## config.mk

```make
export PLATFORM = sky130hd
export DESIGN_NAME = ctrl_top
export DESIGN_NICKNAME = d
export VERILOG_FILES = /design/src/common/mist_ctrl_pkg.sv /design/src/source/ctrl_top.sv /design/src/source/key_map.sv /design/src/source/payload_reg.sv /design/src/user_io/spi_cmd_fsm.sv /design/src/user_io/spi_bit_counter.sv
export SDC_FILE = /design/constraint.sdc
export NUM_CORES = 1
export LEC_CHECK = 0
export ABC_CLOCK_PERIOD_IN_PS = 4000
export BUFFER_PORTS_ARGS = -buffer_cell sky130_fd_sc_hd__buf_2
export CORE_ASPECT_RATIO = 0.6
export CORE_UTILIZATION = 35
export DETAILED_ROUTE_END_ITERATION = 16
export PLACE_DENSITY = 0.55
export SLEW_MARGIN = 10
export SYNTH_ARGS = -nofsm -noshare
export SYNTH_HDL_FRONTEND = slang
export SYNTH_SLANG_ARGS = --single-unit
```

## constraint.sdc

```tcl
create_clock -name clk_mist -period 4 [get_ports clk_mist]
set_input_delay 0.8 -clock clk_mist [delete_from_list [all_inputs] [get_ports clk_mist]]
set_output_delay 0.8 -clock clk_mist [all_outputs]
set_load 0.02 [all_outputs]
```

## src/common/mist_ctrl_pkg.sv

```systemverilog
package mist_ctrl_pkg;

	typedef logic [7:0]  byte_t;
	typedef logic [31:0] status_t;
	typedef logic [7:0]  joy_t;     // 0 right, 1 left, 2 down, 3 up, 4 fire, 5 bomb
	typedef logic [7:0]  buttons_t; // bit 1 board reset

	typedef struct packed {
		logic up;
		logic down;
		logic left;
		logic right;
		logic coin;
		logic one_player;
		logic two_players;
		logic fire1;
		logic fire2;
		logic fire3;
	} kbd_btn_t;

	// command codes
	localparam byte_t cmd_buttons = 8'h01;
	localparam byte_t cmd_joy0    = 8'h02;
	localparam byte_t cmd_joy1    = 8'h03;
	localparam byte_t cmd_ps2_kbd = 8'h04;
	localparam byte_t cmd_status  = 8'h1E;

	// ps/2 set 2 scancodes
	localparam byte_t sc_up    = 8'h75;
	localparam byte_t sc_down  = 8'h72;
	localparam byte_t sc_left  = 8'h6B;
	localparam byte_t sc_right = 8'h74;
	localparam byte_t sc_esc   = 8'h76;
	localparam byte_t sc_f1    = 8'h05;
	localparam byte_t sc_f2    = 8'h06;
	localparam byte_t sc_ctrl  = 8'h14;
	localparam byte_t sc_alt   = 8'h11;
	localparam byte_t sc_space = 8'h29;
	localparam byte_t sc_break = 8'hF0; // release prefix
	localparam byte_t sc_ext   = 8'hE0; // extended prefix, ignored

	localparam int status_rst_bit  = 0;
	localparam int status_rst2_bit = 6;
	localparam int scan_lo         = 3;
	localparam int scan_hi         = 4;
	localparam int btn_rst_bit     = 1;

	localparam int max_payload_bytes = 4;
	localparam int status_bytes      = 4;
	localparam int idx_w             = $clog2(max_payload_bytes + 2); // command + payload

endpackage
```

## src/source/ctrl_top.sv

```systemverilog
`timescale 1ns/100ps

module ctrl_top (
	input  logic       clk_mist,
	input  logic       rst,
	input  logic       spi_sck,
	input  logic       spi_ss,
	input  logic       spi_di,
	output logic       m_up,
	output logic       m_down,
	output logic       m_left,
	output logic       m_right,
	output logic       m_fire,
	output logic       m_bomb,
	output logic       coin,
	output logic       one_player,
	output logic       two_players,
	output logic       game_rst,
	output logic [1:0] scanlines
);
	import mist_ctrl_pkg::*;

	logic             byte_done;
	byte_t            rx_byte;
	logic [idx_w-1:0] byte_idx;
	logic             frame_active;
	logic             status_we;
	logic             buttons_we;
	logic             joy0_we;
	logic             joy1_we;
	logic [1:0]       lane;
	byte_t            wr_byte;
	logic             key_strobe;
	byte_t            key_code;
	status_t          status;
	buttons_t         buttons;
	joy_t             joy0;
	joy_t             joy1;
	kbd_btn_t         keys;

	spi_bit_counter u_bits (.clk_mist, .rst, .spi_sck, .spi_ss, .spi_di,
		.byte_done, .rx_byte, .byte_idx, .frame_active);

	spi_cmd_fsm u_fsm (.clk_mist, .rst, .byte_done, .rx_byte, .byte_idx, .frame_active,
		.status_we, .buttons_we, .joy0_we, .joy1_we, .lane, .wr_byte,
		.key_strobe, .key_code);

	payload_reg #(.payload_t(status_t)) u_status (.clk_mist, .rst, .we(status_we),
		.lane, .wr_byte, .value(status));
	payload_reg #(.payload_t(buttons_t)) u_buttons (.clk_mist, .rst, .we(buttons_we),
		.lane, .wr_byte, .value(buttons));
	payload_reg #(.payload_t(joy_t)) u_joy0 (.clk_mist, .rst, .we(joy0_we),
		.lane, .wr_byte, .value(joy0));
	payload_reg #(.payload_t(joy_t)) u_joy1 (.clk_mist, .rst, .we(joy1_we),
		.lane, .wr_byte, .value(joy1));

	key_map u_keys (.clk_mist, .rst, .key_strobe, .key_code, .keys);

	// keyboard or either joystick
	assign m_up        = keys.up    | joy0[3] | joy1[3];
	assign m_down      = keys.down  | joy0[2] | joy1[2];
	assign m_left      = keys.left  | joy0[1] | joy1[1];
	assign m_right     = keys.right | joy0[0] | joy1[0];
	assign m_fire      = keys.fire1 | joy0[4] | joy1[4];
	assign m_bomb      = keys.fire2 | joy0[5] | joy1[5];
	assign coin        = keys.coin;
	assign one_player  = keys.one_player;
	assign two_players = keys.two_players;

	assign game_rst  = status[status_rst_bit] | status[status_rst2_bit] | buttons[btn_rst_bit];
	assign scanlines = status[scan_hi:scan_lo]; // off, 25, 50, 75 percent

endmodule

```

## src/source/key_map.sv

```systemverilog
`timescale 1ns/100ps

module key_map (
	input  logic                     clk_mist,
	input  logic                     rst,
	input  logic                     key_strobe,
	input  mist_ctrl_pkg::byte_t     key_code,
	output mist_ctrl_pkg::kbd_btn_t  keys
);
	import mist_ctrl_pkg::*;

	logic release_q;
	logic pressed;

	assign pressed = ~release_q;

	always_ff @(posedge clk_mist) begin
		if (rst) begin
			release_q <= 1'b0;
			keys      <= '0;
		end else if (key_strobe) begin
			if (key_code == sc_break) begin
				release_q <= 1'b1;
			end else if (key_code != sc_ext) begin // e0 keeps the flag
				release_q <= 1'b0;
				case (key_code)
					sc_up:    keys.up          <= pressed;
					sc_down:  keys.down        <= pressed;
					sc_left:  keys.left        <= pressed;
					sc_right: keys.right       <= pressed;
					sc_esc:   keys.coin        <= pressed;
					sc_f1:    keys.one_player  <= pressed;
					sc_f2:    keys.two_players <= pressed;
					sc_ctrl:  keys.fire3       <= pressed;
					sc_alt:   keys.fire2       <= pressed;
					sc_space: keys.fire1       <= pressed;
					default:  ; // unmapped
				endcase
			end
		end
	end

endmodule

```

## src/source/payload_reg.sv

```systemverilog
`timescale 1ns/100ps

module payload_reg #(
	parameter type payload_t = mist_ctrl_pkg::byte_t
) (
	input  logic                 clk_mist,
	input  logic                 rst,
	input  logic                 we,
	input  logic [1:0]           lane,
	input  mist_ctrl_pkg::byte_t wr_byte,
	output payload_t             value
);
	localparam int n_lanes = $bits(payload_t) / 8;

	logic [$bits(payload_t)-1:0] value_q;

	always_ff @(posedge clk_mist) begin
		if (rst)
			value_q <= '0;
		else if (we)
			value_q[8*lane +: 8] <= wr_byte; // lane 0 is the low byte
	end

	assign value = payload_t'(value_q);

	a_lane_range: assert property (@(posedge clk_mist) disable iff (rst)
		we |-> int'(lane) < n_lanes);

endmodule

```

## src/user_io/spi_cmd_fsm.sv

```systemverilog
`timescale 1ns/100ps

module spi_cmd_fsm (
	input  logic                              clk_mist,
	input  logic                              rst,
	input  logic                              byte_done,
	input  mist_ctrl_pkg::byte_t              rx_byte,
	input  logic [mist_ctrl_pkg::idx_w-1:0]   byte_idx,
	input  logic                              frame_active,
	output logic                              status_we,
	output logic                              buttons_we,
	output logic                              joy0_we,
	output logic                              joy1_we,
	output logic [1:0]                        lane,
	output mist_ctrl_pkg::byte_t              wr_byte,
	output logic                              key_strobe,
	output mist_ctrl_pkg::byte_t              key_code
);
	import mist_ctrl_pkg::*;

	typedef enum logic [1:0] {
		st_idle,
		st_cmd,
		st_payload,
		st_drop
	} state_t;

	state_t           state;
	byte_t            cmd_q;
	logic [idx_w-1:0] pay_idx;
	logic             in_range;

	// payload length in bytes or zero for unknown commands
	function automatic logic [idx_w-1:0] cmd_len(input byte_t c);
		case (c)
			cmd_status:  return idx_w'(status_bytes);
			cmd_buttons: return idx_w'(1);
			cmd_joy0:    return idx_w'(1);
			cmd_joy1:    return idx_w'(1);
			default:     return '0;
		endcase
	endfunction

	assign pay_idx  = byte_idx - 1'b1; // first byte was the command
	assign in_range = (cmd_q == cmd_ps2_kbd) || (pay_idx < cmd_len(cmd_q));

	always_ff @(posedge clk_mist) begin
		if (rst) begin
			state      <= st_idle;
			cmd_q      <= '0;
			status_we  <= 1'b0;
			buttons_we <= 1'b0;
			joy0_we    <= 1'b0;
			joy1_we    <= 1'b0;
			key_strobe <= 1'b0;
		end else begin
			status_we  <= 1'b0;
			buttons_we <= 1'b0;
			joy0_we    <= 1'b0;
			joy1_we    <= 1'b0;
			key_strobe <= 1'b0;
			if (!frame_active) begin
				state <= st_idle;
			end else begin
				case (state)
					st_idle: state <= st_cmd;
					st_cmd: if (byte_done) begin
						cmd_q <= rx_byte;
						if (cmd_len(rx_byte) != '0 || rx_byte == cmd_ps2_kbd)
							state <= st_payload;
						else
							state <= st_drop; // unknown command
					end
					st_payload: if (byte_done) begin
						if (in_range) begin
							case (cmd_q)
								cmd_status:  status_we  <= 1'b1;
								cmd_buttons: buttons_we <= 1'b1;
								cmd_joy0:    joy0_we    <= 1'b1;
								cmd_joy1:    joy1_we    <= 1'b1;
								default:     key_strobe <= 1'b1;
							endcase
						end else begin
							state <= st_drop;
						end
					end
					default: ; // drop until ss rises
				endcase
			end
		end
	end

	always_ff @(posedge clk_mist) begin
		if (byte_done) begin
			wr_byte  <= rx_byte;
			key_code <= rx_byte;
			lane     <= pay_idx[1:0];
		end
	end

	// a byte finishing in idle would be lost
	a_no_byte_in_idle: assert property (@(posedge clk_mist) disable iff (rst)
		byte_done |-> state != st_idle);

	a_strobe_in_frame: assert property (@(posedge clk_mist) disable iff (rst)
		(status_we | buttons_we | joy0_we | joy1_we | key_strobe) |-> frame_active);

endmodule

```

## src/user_io/spi_bit_counter.sv

```systemverilog
`timescale 1ns/100ps

module spi_bit_counter (
	input  logic                              clk_mist,
	input  logic                              rst,
	input  logic                              spi_sck,
	input  logic                              spi_ss,
	input  logic                              spi_di,
	output logic                              byte_done,
	output mist_ctrl_pkg::byte_t              rx_byte,
	output logic [mist_ctrl_pkg::idx_w-1:0]   byte_idx,
	output logic                              frame_active
);
	import mist_ctrl_pkg::*;

	logic [1:0] sck_sync;
	logic [1:0] ss_sync;
	logic [1:0] di_sync;
	logic       sck_d;
	logic       sck_rise;
	logic [2:0] bit_cnt;

	// two flop synchronizers on sck and ss
	always_ff @(posedge clk_mist) begin
		if (rst) begin
			sck_sync <= 2'b00;
			ss_sync  <= 2'b11; // deselected
			sck_d    <= 1'b0;
		end else begin
			sck_sync <= {sck_sync[0], spi_sck};
			ss_sync  <= {ss_sync[0], spi_ss};
			sck_d    <= sck_sync[1];
		end
	end

	always_ff @(posedge clk_mist) begin
		di_sync <= {di_sync[0], spi_di};
	end

	assign sck_rise = sck_sync[1] & ~sck_d & ~ss_sync[1];

	always_ff @(posedge clk_mist) begin
		if (rst) begin
			frame_active <= 1'b0;
			bit_cnt      <= '0;
			byte_done    <= 1'b0;
			byte_idx     <= '0;
		end else begin
			frame_active <= ~ss_sync[1]; // lines up with the sck path
			byte_done    <= sck_rise && bit_cnt == 3'd7;
			if (ss_sync[1]) begin
				bit_cnt  <= '0;
				byte_idx <= '0;
			end else begin
				if (sck_rise)
					bit_cnt <= bit_cnt + 3'd1;
				if (byte_done && byte_idx != idx_w'(max_payload_bytes + 1))
					byte_idx <= byte_idx + 1'b1; // saturates past last lane
			end
		end
	end

	always_ff @(posedge clk_mist) begin
		if (sck_rise)
			rx_byte <= {rx_byte[6:0], di_sync[1]}; // msb first
	end

	a_bitcnt_idle: assert property (@(posedge clk_mist) disable iff (rst)
		$fell(frame_active) |-> $past(bit_cnt) == 3'd0);

endmodule

```

==> impl_metrics.toml, run 1 <==
[floorplanning]
core_mm2 = 0.008102
num_rows = 25
die_area_mm2 = 0.008970
fp.dieH_um = 73.77
die_w_um = 121.6
start_util_pct = 37.08
io_pins = 17

[worst_setup_path]
worstPathRequired_ns = 4.22
endpoint_kind = "flip-flop"
critPathTopFamily = "simple AND/OR/NAND/NOR gates"
cp-start-kind = "flip-flop"
slowest_delay_ns = 0.56
arrival_ns = 2.96
crit_fanout = 4
timing_worst_setup_path_type = "reg -> reg"
path_buf_inv = 0
cp_slowest_cell = "nor4b_1"
cp_cell_sequence = "nor4b_1 > nand4_1 > ha_1 > or4_4 > o2111a_2 > or3_1 > and3_1"

[grt]
grt_pass1_vias = 1984
grt_pass1_wl_um = 10070
grt_util_all_layers_pct = 15.31
grt_overflow = 0
grt_max_degree = 43
grt_antenna_before_repair = 0

[sta]
max_clock_freq_mhz = 364.1
relSlewSlack_pct = 47.55
worst_pin_slew_ns = 0.7868
worst_hold_slack_ns = 0.3243
finalSetupViolCount = 0
finClkSkew_ns = 0.008520
hold_viol = 0
slew_viol_final = 0
fin_crit_ns = 2.746
fin_setup_tns_ns = 0
rsz0062_at_grt = "no"
fin_crit_sh_pct = 68.65

[routing]
first_iter_violations = 189
ant_nets = 0
wl_um = 6014
drc = 0
wl_per_cell_um = 14.08
drtPass1Iterations = 5
vias_per_cell = 4.937
via_count = 2108

[power_and_ir_drop]
power.total_uw = 1559
leakage_uw = 0.001332
powerDensity_mw_per_mm2 = 452.0
max-vdd-ir-drop_mv = 0.2888

[logic_synthesis]
yosys_register_bits = 75
ys_warn_count = 0
synth_area_per_cell_um2 = 10.08
syn_inst = 298
synthArstFlopShare_pct = 0
yosysSeqAreaShare_pct = 55.98
syn_area_mm2 = 0.003004
synth_top_flop_cell = "dfxtp_1"
synth-edff-count = 18
synth_fp_nets = 314
yosysUniqueCellTypes = 38

[clocking]
cts_resized = 0
root_buffer = "clkbuf_16"
cts_sinks = 75
ctsHoldBuffers = 0
cts_tree = "built"
clockBufferDepth = 2
insertion_delay_ns = 0.33
clk_pin_slew_ns = 0.06
postCtsSetupBuffers = 0
cts_buffers = 9
htree_levels = 3

[finish]
drive_above_1_share_pct = 10.97
n_antenna_cell = 0
syn_to_final_growth_pct = 14.83
nets = 330

[placement]
gp_congestion = 0.7741
hpwl_um = 4223
numPortBuffers = 16

[flow_run]
max-cap-violations = 0

[worst_hold_path]
hp-class = "reg -> reg"

[outcome]
status = "finished clean"
## worst reg2reg max path: stages, from the launching register on
cell,delay [ns]
dfxtp_1,0.32
nor4b_1,0.56
nand4_1,0.21
ha_1,0.24
or4_4,0.49
o2111a_2,0.29
or3_1,0.34
and3_1,0.18
## area by class of cell
cell class,count,area [um2]
clock inverter,3,38.79
multi-input combinational,201,1232
fill,780,4652
clock buffer,13,240.2
tap,108,135.1
sequential,75,1682
timing repair buffer,16,80.08
inverter,11,41.29
## stage by stage
| step | std cells | utilization [%] | area, um2 | worst slack (ns) |
|---|---|---|---|---|
| floorplan | 298 | - | 3004 | 1.535 |
| global placement | 411 | 39.14 | 3171 | 1.325 |
| detailed placement | 411 | 39.14 | 3171 | 1.283 |
| CTS | 427 | 42.58 | 3450 | 1.265 |
| global route | 427 | 42.58 | 3450 | 1.080 |
| finish | 427 | 42.58 | 3450 | 1.254 |
## where the power goes
| group | total, uW | internal (uW) | leakage (uW) | switching [uW] |
|---|---|---|---|---|
| sequential | 779 | 777 | 0.000622 | 1.64 |
| combinational | 15.2 | 4.79 | 0.000575 | 10.5 |
| clock | 765 | 480 | 0.000135 | 285 |
## registers in the layout (all words and copies together) (netlist names), 4 cells and up
| signal | flops |
|---|---|
| u_bits.rx_byte | 8 |
| u_fsm.cmd_q | 8 |
| u_fsm.wr_byte | 8 |
| u_joy0.value | 6 |
| u_joy1.value | 6 |
| u_keys.keys | 9 |
| u_status.value | 4 |
## synth_stat cells (2+ instances only)
| master | count | area (um2) |
|---|---|---|
| ha_1 | 11 | 137.6 |
| nor2_1 | 35 | 131.4 |
| nand4_1 | 9 | 56.30 |
| nand2_1 | 23 | 86.33 |
| buf_4 | 2 | 15.01 |
| nand2b_1 | 2 | 12.51 |
| a311oi_1 | 2 | 17.52 |
| a21oi_1 | 26 | 130.1 |
| inv_1 | 10 | 37.54 |
| nor4_1 | 4 | 25.02 |
| or2_2 | 3 | 18.77 |
| clkbuf_1 | 9 | 33.78 |
| xnor2_1 | 2 | 17.52 |
| and4b_1 | 2 | 20.02 |
| a211oi_1 | 3 | 22.52 |
| or3_1 | 9 | 56.30 |
| nand4b_1 | 2 | 17.52 |
| nor3_1 | 6 | 30.03 |
| nand3_1 | 13 | 65.06 |
| and2_1 | 4 | 25.02 |
| and3_1 | 4 | 25.02 |
| mux2i_1 | 15 | 150.1 |
| dfxtp_1 | 57 | 1141 |
| o21ai_0 | 5 | 25.02 |
| edfxtp_1 | 18 | 540.5 |
| nor2b_1 | 10 | 62.56 |
## path summary, 6_finish.rpt
path | slack [ns] | from | end | cells after the start
hold reg to reg | 0.32 | u_bits.di_sync[0] | u_bits.di_sync[1] | 0
setup reg to reg | 1.25 | u_fsm.cmd_q[7] | u_fsm.state[1] | 7
setup / recovery | 1.25 | u_fsm.cmd_q[7] | u_fsm.state[1] | 7
hold / removal | 0.32 | u_bits.di_sync[0] | u_bits.di_sync[1] | 0
## kinds of logic after synthesis
| logic type | Yosys count | synth area share (%) |
|---|---|---|
| multiplexers | 15 | 4.998 |
| buffers and inverters | 22 | 2.999 |
| flip-flops | 75 | 55.98 |
| AO/OA/AOI/OAI | 41 | 8.038 |
| adder cells (fa/ha/maj) | 11 | 4.581 |
| AND/OR/NAND/NOR | 131 | 22.53 |
| XOR/XNOR | 3 | 0.8748 |
## per-layer routing
layer	part of all wire [%]	wire length [um]	vias to the layer above	track usage, %
met1	58	3487	975	23.11
li1	-	-	1093	-
met5	0	0	-	0
met2	37	2208	36	19.38
met4	0.68	41	0	5.350
met3	4.6	277	4	5.435
## cell usage in the layout (no fill, tap or decap), drive strengths merged, types with 3 or more instances in the layout
| cell | Yosys | final |
|---|---|---|
| a211oi | 3 | 3 |
| a21oi | 26 | 26 |
| and2 | 4 | 4 |
| and3 | 4 | 4 |
| buf | 2 | 16 |
| clkbuf | 9 | 13 |
| dfxtp | 57 | 57 |
| edfxtp | 18 | 18 |
| ha | 11 | 11 |
| inv | 11 | 11 |
| mux2i | 15 | 15 |
| nand2 | 23 | 23 |
| nand3 | 13 | 13 |
| nand4 | 9 | 9 |
| nor2 | 35 | 35 |
| nor2b | 10 | 10 |
| nor3 | 6 | 6 |
| nor4 | 4 | 4 |
| o21ai | 5 | 5 |
| or2 | 3 | 3 |
| or3 | 9 | 9 |
(Power assumes the default switching activity.)
==> run 2: changes to the inputs <==
- ABC_CLOCK_PERIOD_IN_PS: 4000 -> 2500
- PLACE_DENSITY: 0.55 -> 0.56
- clock period: 4 -> 2.5 ns (I/O delays scaled with it)
==> run 2 against run 1 <==
  * Wire length is 4.4% higher
  * Die area stayed put
  * Clock skew hardly changed
  * Maximum frequency is 12% higher
  * Sequential power is 60% higher
  * Register-to-register slack worse by 1.2 ns
  * Power is 65% higher
  * Cell area is 4.1% higher
  * Critical path type unchanged
  * Largest power group is now the clock network
  * Highest routed layer unchanged
==> impl_metrics.toml, run 2 (synthesized netlist as in run 1, its figures left out) <==
[outcome]
status = "finished clean"

[power_and_ir_drop]
leakage_uw = 0.001419
sw_frac_of_total_pct = 19.31
combinationalPowerShare_pct = 1.0
powerDensity_mw_per_mm2 = 718.3
pwr-share-seq_pct = 48.3
power.internal_uw = 2081
power_frac_clock_pct = 50.7
max-vdd-ir-drop_mv = 0.4711
power.total_uw = 2579
p_switching_uw = 498.0

[clocking]
insertion_delay_ns = 0.34
htree_levels = 3
cts_buffers = 9
cts_sinks = 75
ctsHoldBuffers = 0
clk_pin_slew_ns = 0.06
cts_tree = "built"
root_buffer = "clkbuf_16"
clockBufferDepth = 2

[placement]
place_inst = 423
dpl_cell_area_mm2 = 0.003261
numPortBuffers = 16
gp_congestion = 0.7893
hpwl_um = 4361

[sta]
worst_pin_slew_ns = 0.6555
hold_viol = 0
relSlewSlack_pct = 56.21
fin_setup_tns_ns = 0
slew_viol_final = 0
finalSetupViolCount = 0
finClkSkew_ns = 0.008171
rsz0062_at_grt = "yes"
fin_crit_sh_pct = 98.26
max_clock_freq_mhz = 407.1
fin_crit_ns = 2.457

[grt]
grt_pass1_wl_um = 10420
use_met1_pct = 23.11
grt_overflow = 0
grt_max_degree = 41
grt_util_met3_pct = 6.988
grt_util_all_layers_pct = 16.09
grt_pass1_vias = 2002
grt_antenna_before_repair = 0
busiest_layer = "met1"
grt_util_met2_pct = 20.83

[routing]
drc = 0
wl_um = 6279
drtPass1Iterations = 4
vias_per_cell = 5.000
via_count = 2205
first_iter_violations = 171
ant_nets = 0
wl_per_cell_um = 14.24

[worst_setup_path]
cp_cell_sequence = "nor4b_2 > buf_4 > nand4_1 > ha_2 > or4_4 > o2111a_2 > or3_1 > and3_1"
cp_slowest_cell = "or4_4"
worstPathRequired_ns = 2.73
endpoint_kind = "flip-flop"
crit_fanout = 2
slowest_delay_ns = 0.49
path_buf_inv = 1
timing_worst_setup_path_type = "reg -> reg"
arrival_ns = 2.69
cp-start-kind = "flip-flop"
critPathTopFamily = "simple AND/OR/NAND/NOR gates"

[finish]
drive_above_1_share_pct = 16.52
largest_register_ffs = 9
num-fill-cells = 761
design_area_mm2 = 0.003591
seq_area_mm2 = 0.001683
final_common_cell = "dfxtp_1"
nets = 344
final_cells = 441
syn_to_final_growth_pct = 19.53
utilization_pct = 44.32
regMostFlops = "u_keys.keys"
mostFrequentLayoutCells = "dfxtp_1 (56), nor2_1 (35), a21oi_1 (26)"
multi_input_area_mm2 = 0.001241
n_antenna_cell = 0

[floorplanning]
core_mm2 = 0.008102
fp.dieH_um = 73.77
io_pins = 17
die_area_mm2 = 0.008970
die_w_um = 121.6
num_rows = 25
start_util_pct = 37.08

[worst_hold_path]
hp-class = "in -> reg"

[flow_run]
max-cap-violations = 0
==> run 2: cell types whose count changed in the layout (fill, tap and decap cells not counted), sizes merged <==
cell / delta
buf: +14
clkbuf: -1
clkinvlp: +1
==> run 2: power groups by stage <==
stage / clock network [uW] / registers, uW / logic (uW)
3_3_place_gp: 0 / 1270 / 25.6
2_1_floorplan: 0 / 1270 / 17.2
3_5_place_dp: 0 / 1270 / 26.0
5_1_grt: 1400 / 1250 / 28.7
4_1_cts: 1340 / 1250 / 26.0
6_report: 1310 / 1250 / 25.9
==> run 2: per-layer routing <==
layer  up-vias  share of wire, %
li1       1117                 -
met1      1030                56
met2        51                37
met3         7               5.7
met4         0               1.0
met5         -                 0
==> run 2: per-stage QoR <==
step                      worst slack (ns)  hold slack [ns]
final                              0.04342           0.2636
after global routing              -0.04139           0.2498
after CTS                         0.009791           0.2529
after detailed placement          -0.05229           0.3190
after global placement            -0.02615           0.3172
after floorplan                    0.03548           0.3096
==> run 2: final timing paths <==
| check | to | slack (ns) | cells past startpoint | startpoint |
|---|---|---|---|---|
| setup / recovery | u_fsm.state[1] | 0.04 | 8 | u_fsm.cmd_q[6] |
| hold / removal | u_bits.di_sync[0] | 0.26 | 1 | spi_di |
| setup reg to reg | u_fsm.state[1] | 0.04 | 8 | u_fsm.cmd_q[6] |
| hold reg to reg | u_bits.di_sync[1] | 0.34 | 0 | u_bits.di_sync[0] |
==> run 2: cell type report <==
class                      instances  share of cell area, %
sequential                        75                  46.86
multi-input combinational        201                  34.56
inverter                          11                  1.150
timing repair buffer              30                  5.157
clock inverter                     4                  1.324
tap                              108                  3.763
clock buffer                      12                  7.178
==> run 2: worst register-to-register path, stage by stage, from the launching register on <==
cell and delay (ns):
dfxtp_2 0.32, nor4b_2 0.25, buf_4 0.15, nand4_1 0.13
ha_2 0.21, or4_4 0.49, o2111a_2 0.29, or3_1 0.33
and3_1 0.18
==> run 2: timing repair <==
action	CTS	global route
gates cloned	0	0
pin swaps	0	2
endpoints found under the setup margin	1	1
gates resized for setup	1	2
buffers inserted	0	2
==> run 3: changes to the inputs <==
- ABC_AREA: not set -> 1
==> run 3 against run 2 <==
  * Combinational power increased by 24%
  * Sequential cell count unchanged
  * Power increased by 2.1%
  * Cell count increased by 14%
  * Utilization decreased by 1.8 points
  * Maximum frequency increased by 27%
  * Clock power increased by 4%
  * Via count increased by 8.5%
  * Cell area increased by 1.3%
  * Register-to-register slack improved by 0.52 ns
  * Clock-buffer cell count increased by 1
  * Area after synthesis increased by 3.7%
  * Critical path type unchanged
  * Critical endpoint is now u_fsm.state[0]
==> impl_metrics.toml, run 3 <==
[logic_synthesis]
synth_fp_nets = 378
yosys.area_share.simple_pct = 19.96
yosys-top-cells-count = "dfxtp_1 (57), inv_1 (54), nand2_1 (46), nor2_1 (41), a21oi_1 (38)"
synth_top_area_cell = "dfxtp_1"
synthMuxAreaShare_pct = 0
synth_compound_area_share_pct = 13.29
synth_area_per_cell_um2 = 8.606
synth-edff-count = 18
synthAdderAreaFrac_pct = 4.418
yosysMostFrequentCell = "dfxtp_1"
synthArstFlopShare_pct = 0
synth_top_family_by_area = "simple AND/OR/NAND/NOR gates"
synthTopCellsByArea = "dfxtp_1 (37%), edfxtp_1 (17%), inv_1 (6.5%)"
yosysUniqueCellTypes = 29
netlist.area_leader.share_pct = 36.63
syn_inst = 362
yosys_register_bits = 75
syn_area_mm2 = 0.003115
synth_xor_area_share_pct = 0.2811
yosysSeqAreaShare_pct = 53.98
ys_warn_count = 0
synth_top_flop_cell = "dfxtp_1"

[routing]
via_count = 2393
drtPass1Iterations = 4
wl_um = 6550
wl_per_cell_um = 13.07
drc = 0
first_iter_violations = 141
ant_nets = 0
vias_per_cell = 4.776

[worst_setup_path]
cp-start-kind = "flip-flop"
timing_worst_setup_path_type = "reg -> reg"
endpoint_kind = "flip-flop"
crit_fanout = 3
worstPathRequired_ns = 2.73
arrival_ns = 2.17

[clocking]
root_buffer = "clkbuf_16"
postCtsSetupBuffers = 0
ctsHoldBuffers = 0
cts_resized = 0
insertion_delay_ns = 0.34
clk_pin_slew_ns = 0.06
cts_tree = "built"
cts_buffers = 9
cts_sinks = 75
clockBufferDepth = 2
htree_levels = 3

[sta]
fin_crit_sh_pct = 77.55
slew_viol_final = 0
worst_pin_slew_ns = 0.5583
fin_setup_tns_ns = 0
hold_viol = 0
relSlewSlack_pct = 62.68
fin_crit_ns = 1.939
finalSetupViolCount = 0
finClkSkew_ns = 0.006971
rsz0062_at_grt = "no"
max_clock_freq_mhz = 515.8

[finish]
final_common_cell = "dfxtp_1"
n_antenna_cell = 0
nets = 400
utilization_pct = 42.53
drive_above_1_share_pct = 14.91
syn_to_final_growth_pct = 16.79
design_area_mm2 = 0.003638
num-fill-cells = 849
largest_register_ffs = 9
regMostFlops = "u_keys.keys"
mostFrequentLayoutCells = "dfxtp_1 (57), inv_1 (54), nand2_1 (46)"

[grt]
grt_antenna_before_repair = 0
grt_pass1_wl_um = 10720
grt_util_all_layers_pct = 15.98
grt_pass1_vias = 2144
grt_max_degree = 21
grt_overflow = 0

[floorplanning]
fp.dieH_um = 75.08
num_rows = 26
start_util_pct = 36.41
die_w_um = 123.8
io_pins = 17
die_area_mm2 = 0.009295
core_mm2 = 0.008556

[placement]
gp_congestion = 0.8608
hpwl_um = 4714
numPortBuffers = 16
dpl_cell_area_mm2 = 0.003324

[power_and_ir_drop]
power.total_uw = 2635
max-vdd-ir-drop_mv = 0.3315
powerDensity_mw_per_mm2 = 724.1
leakage_uw = 0.001500

[outcome]
status = "finished clean"

[worst_hold_path]
hp-class = "in -> reg"

[flow_run]
max-cap-violations = 0
[run 3: worst max-delay path, cell delays in order (launching register included)]
cell and delay, ns:
dfxtp_1 0.32, inv_1 0.07, nor4_1 0.35, nand4_1 0.23
ha_1 0.33, nand2_1 0.05, nand2_1 0.06, nand2_1 0.06
nand2_2 0.10, nand3_1 0.10, nor2_1 0.11, nor2_1 0.05
[run 3: cell type report]
cell class | instances | area [um2] | area share (%)
sequential | 75 | 1682 | 46.22
timing repair buffer | 20 | 110.1 | 3.026
multi-input combinational | 222 | 1182 | 32.50
inverter | 56 | 210.2 | 5.777
clock inverter | 3 | 42.54 | 1.169
tap | 112 | 140.1 | 3.851
clock buffer | 13 | 271.5 | 7.462
[run 3: metrics by stage]
stage / setup slack (ns) / std cells / hold slack [ns]
final: 0.5612 / 501 / 0.2661
after global routing: 0.4459 / 501 / 0.2519
after CTS: 0.5739 / 501 / 0.2537
after detailed placement: 0.5890 / 485 / 0.3128
after global placement: 0.6484 / 485 / 0.3131
after floorplan: 0.8792 / 362 / 0.3096
[run 3: metal layers]
| metal | GRT usage (%) | up-vias | part of all wire [%] |
|---|---|---|---|
| met5 | 0 | - | 0 |
| met2 | 19.94 | 64 | 37 |
| li1 | - | 1232 | - |
| met3 | 6.591 | 9 | 5.1 |
| met4 | 5.622 | 0 | 1.4 |
| met1 | 23.79 | 1088 | 57 |
[run 3: cell families (layout without fill, tap and decap cells)]
kind of cell	after synthesis	count (layout)
adders and majority gates	11	11
buffers and inverters	65	92
xor gates and xnor gates	1	1
DFF	75	75
AOI/OAI and AO/OA	79	79
and+or+nand+nor	131	131
[run 3: power breakdown]
group          switching (uW)  total, uW  internal [uW]
Clock                     494       1360            863
Combinational            21.0       32.2           11.2
Sequential               2.79       1250           1240
[run 3: worst paths after layout]
check / to / cells after the start / slack (ns) / start
min reg2reg: u_bits.di_sync[1] / 0 / 0.33 / u_bits.di_sync[0]
max: u_fsm.state[0] / 11 / 0.56 / u_fsm.cmd_q[2]
max reg2reg: u_fsm.state[0] / 11 / 0.56 / u_fsm.cmd_q[2]
min: u_bits.di_sync[0] / 1 / 0.27 / spi_di
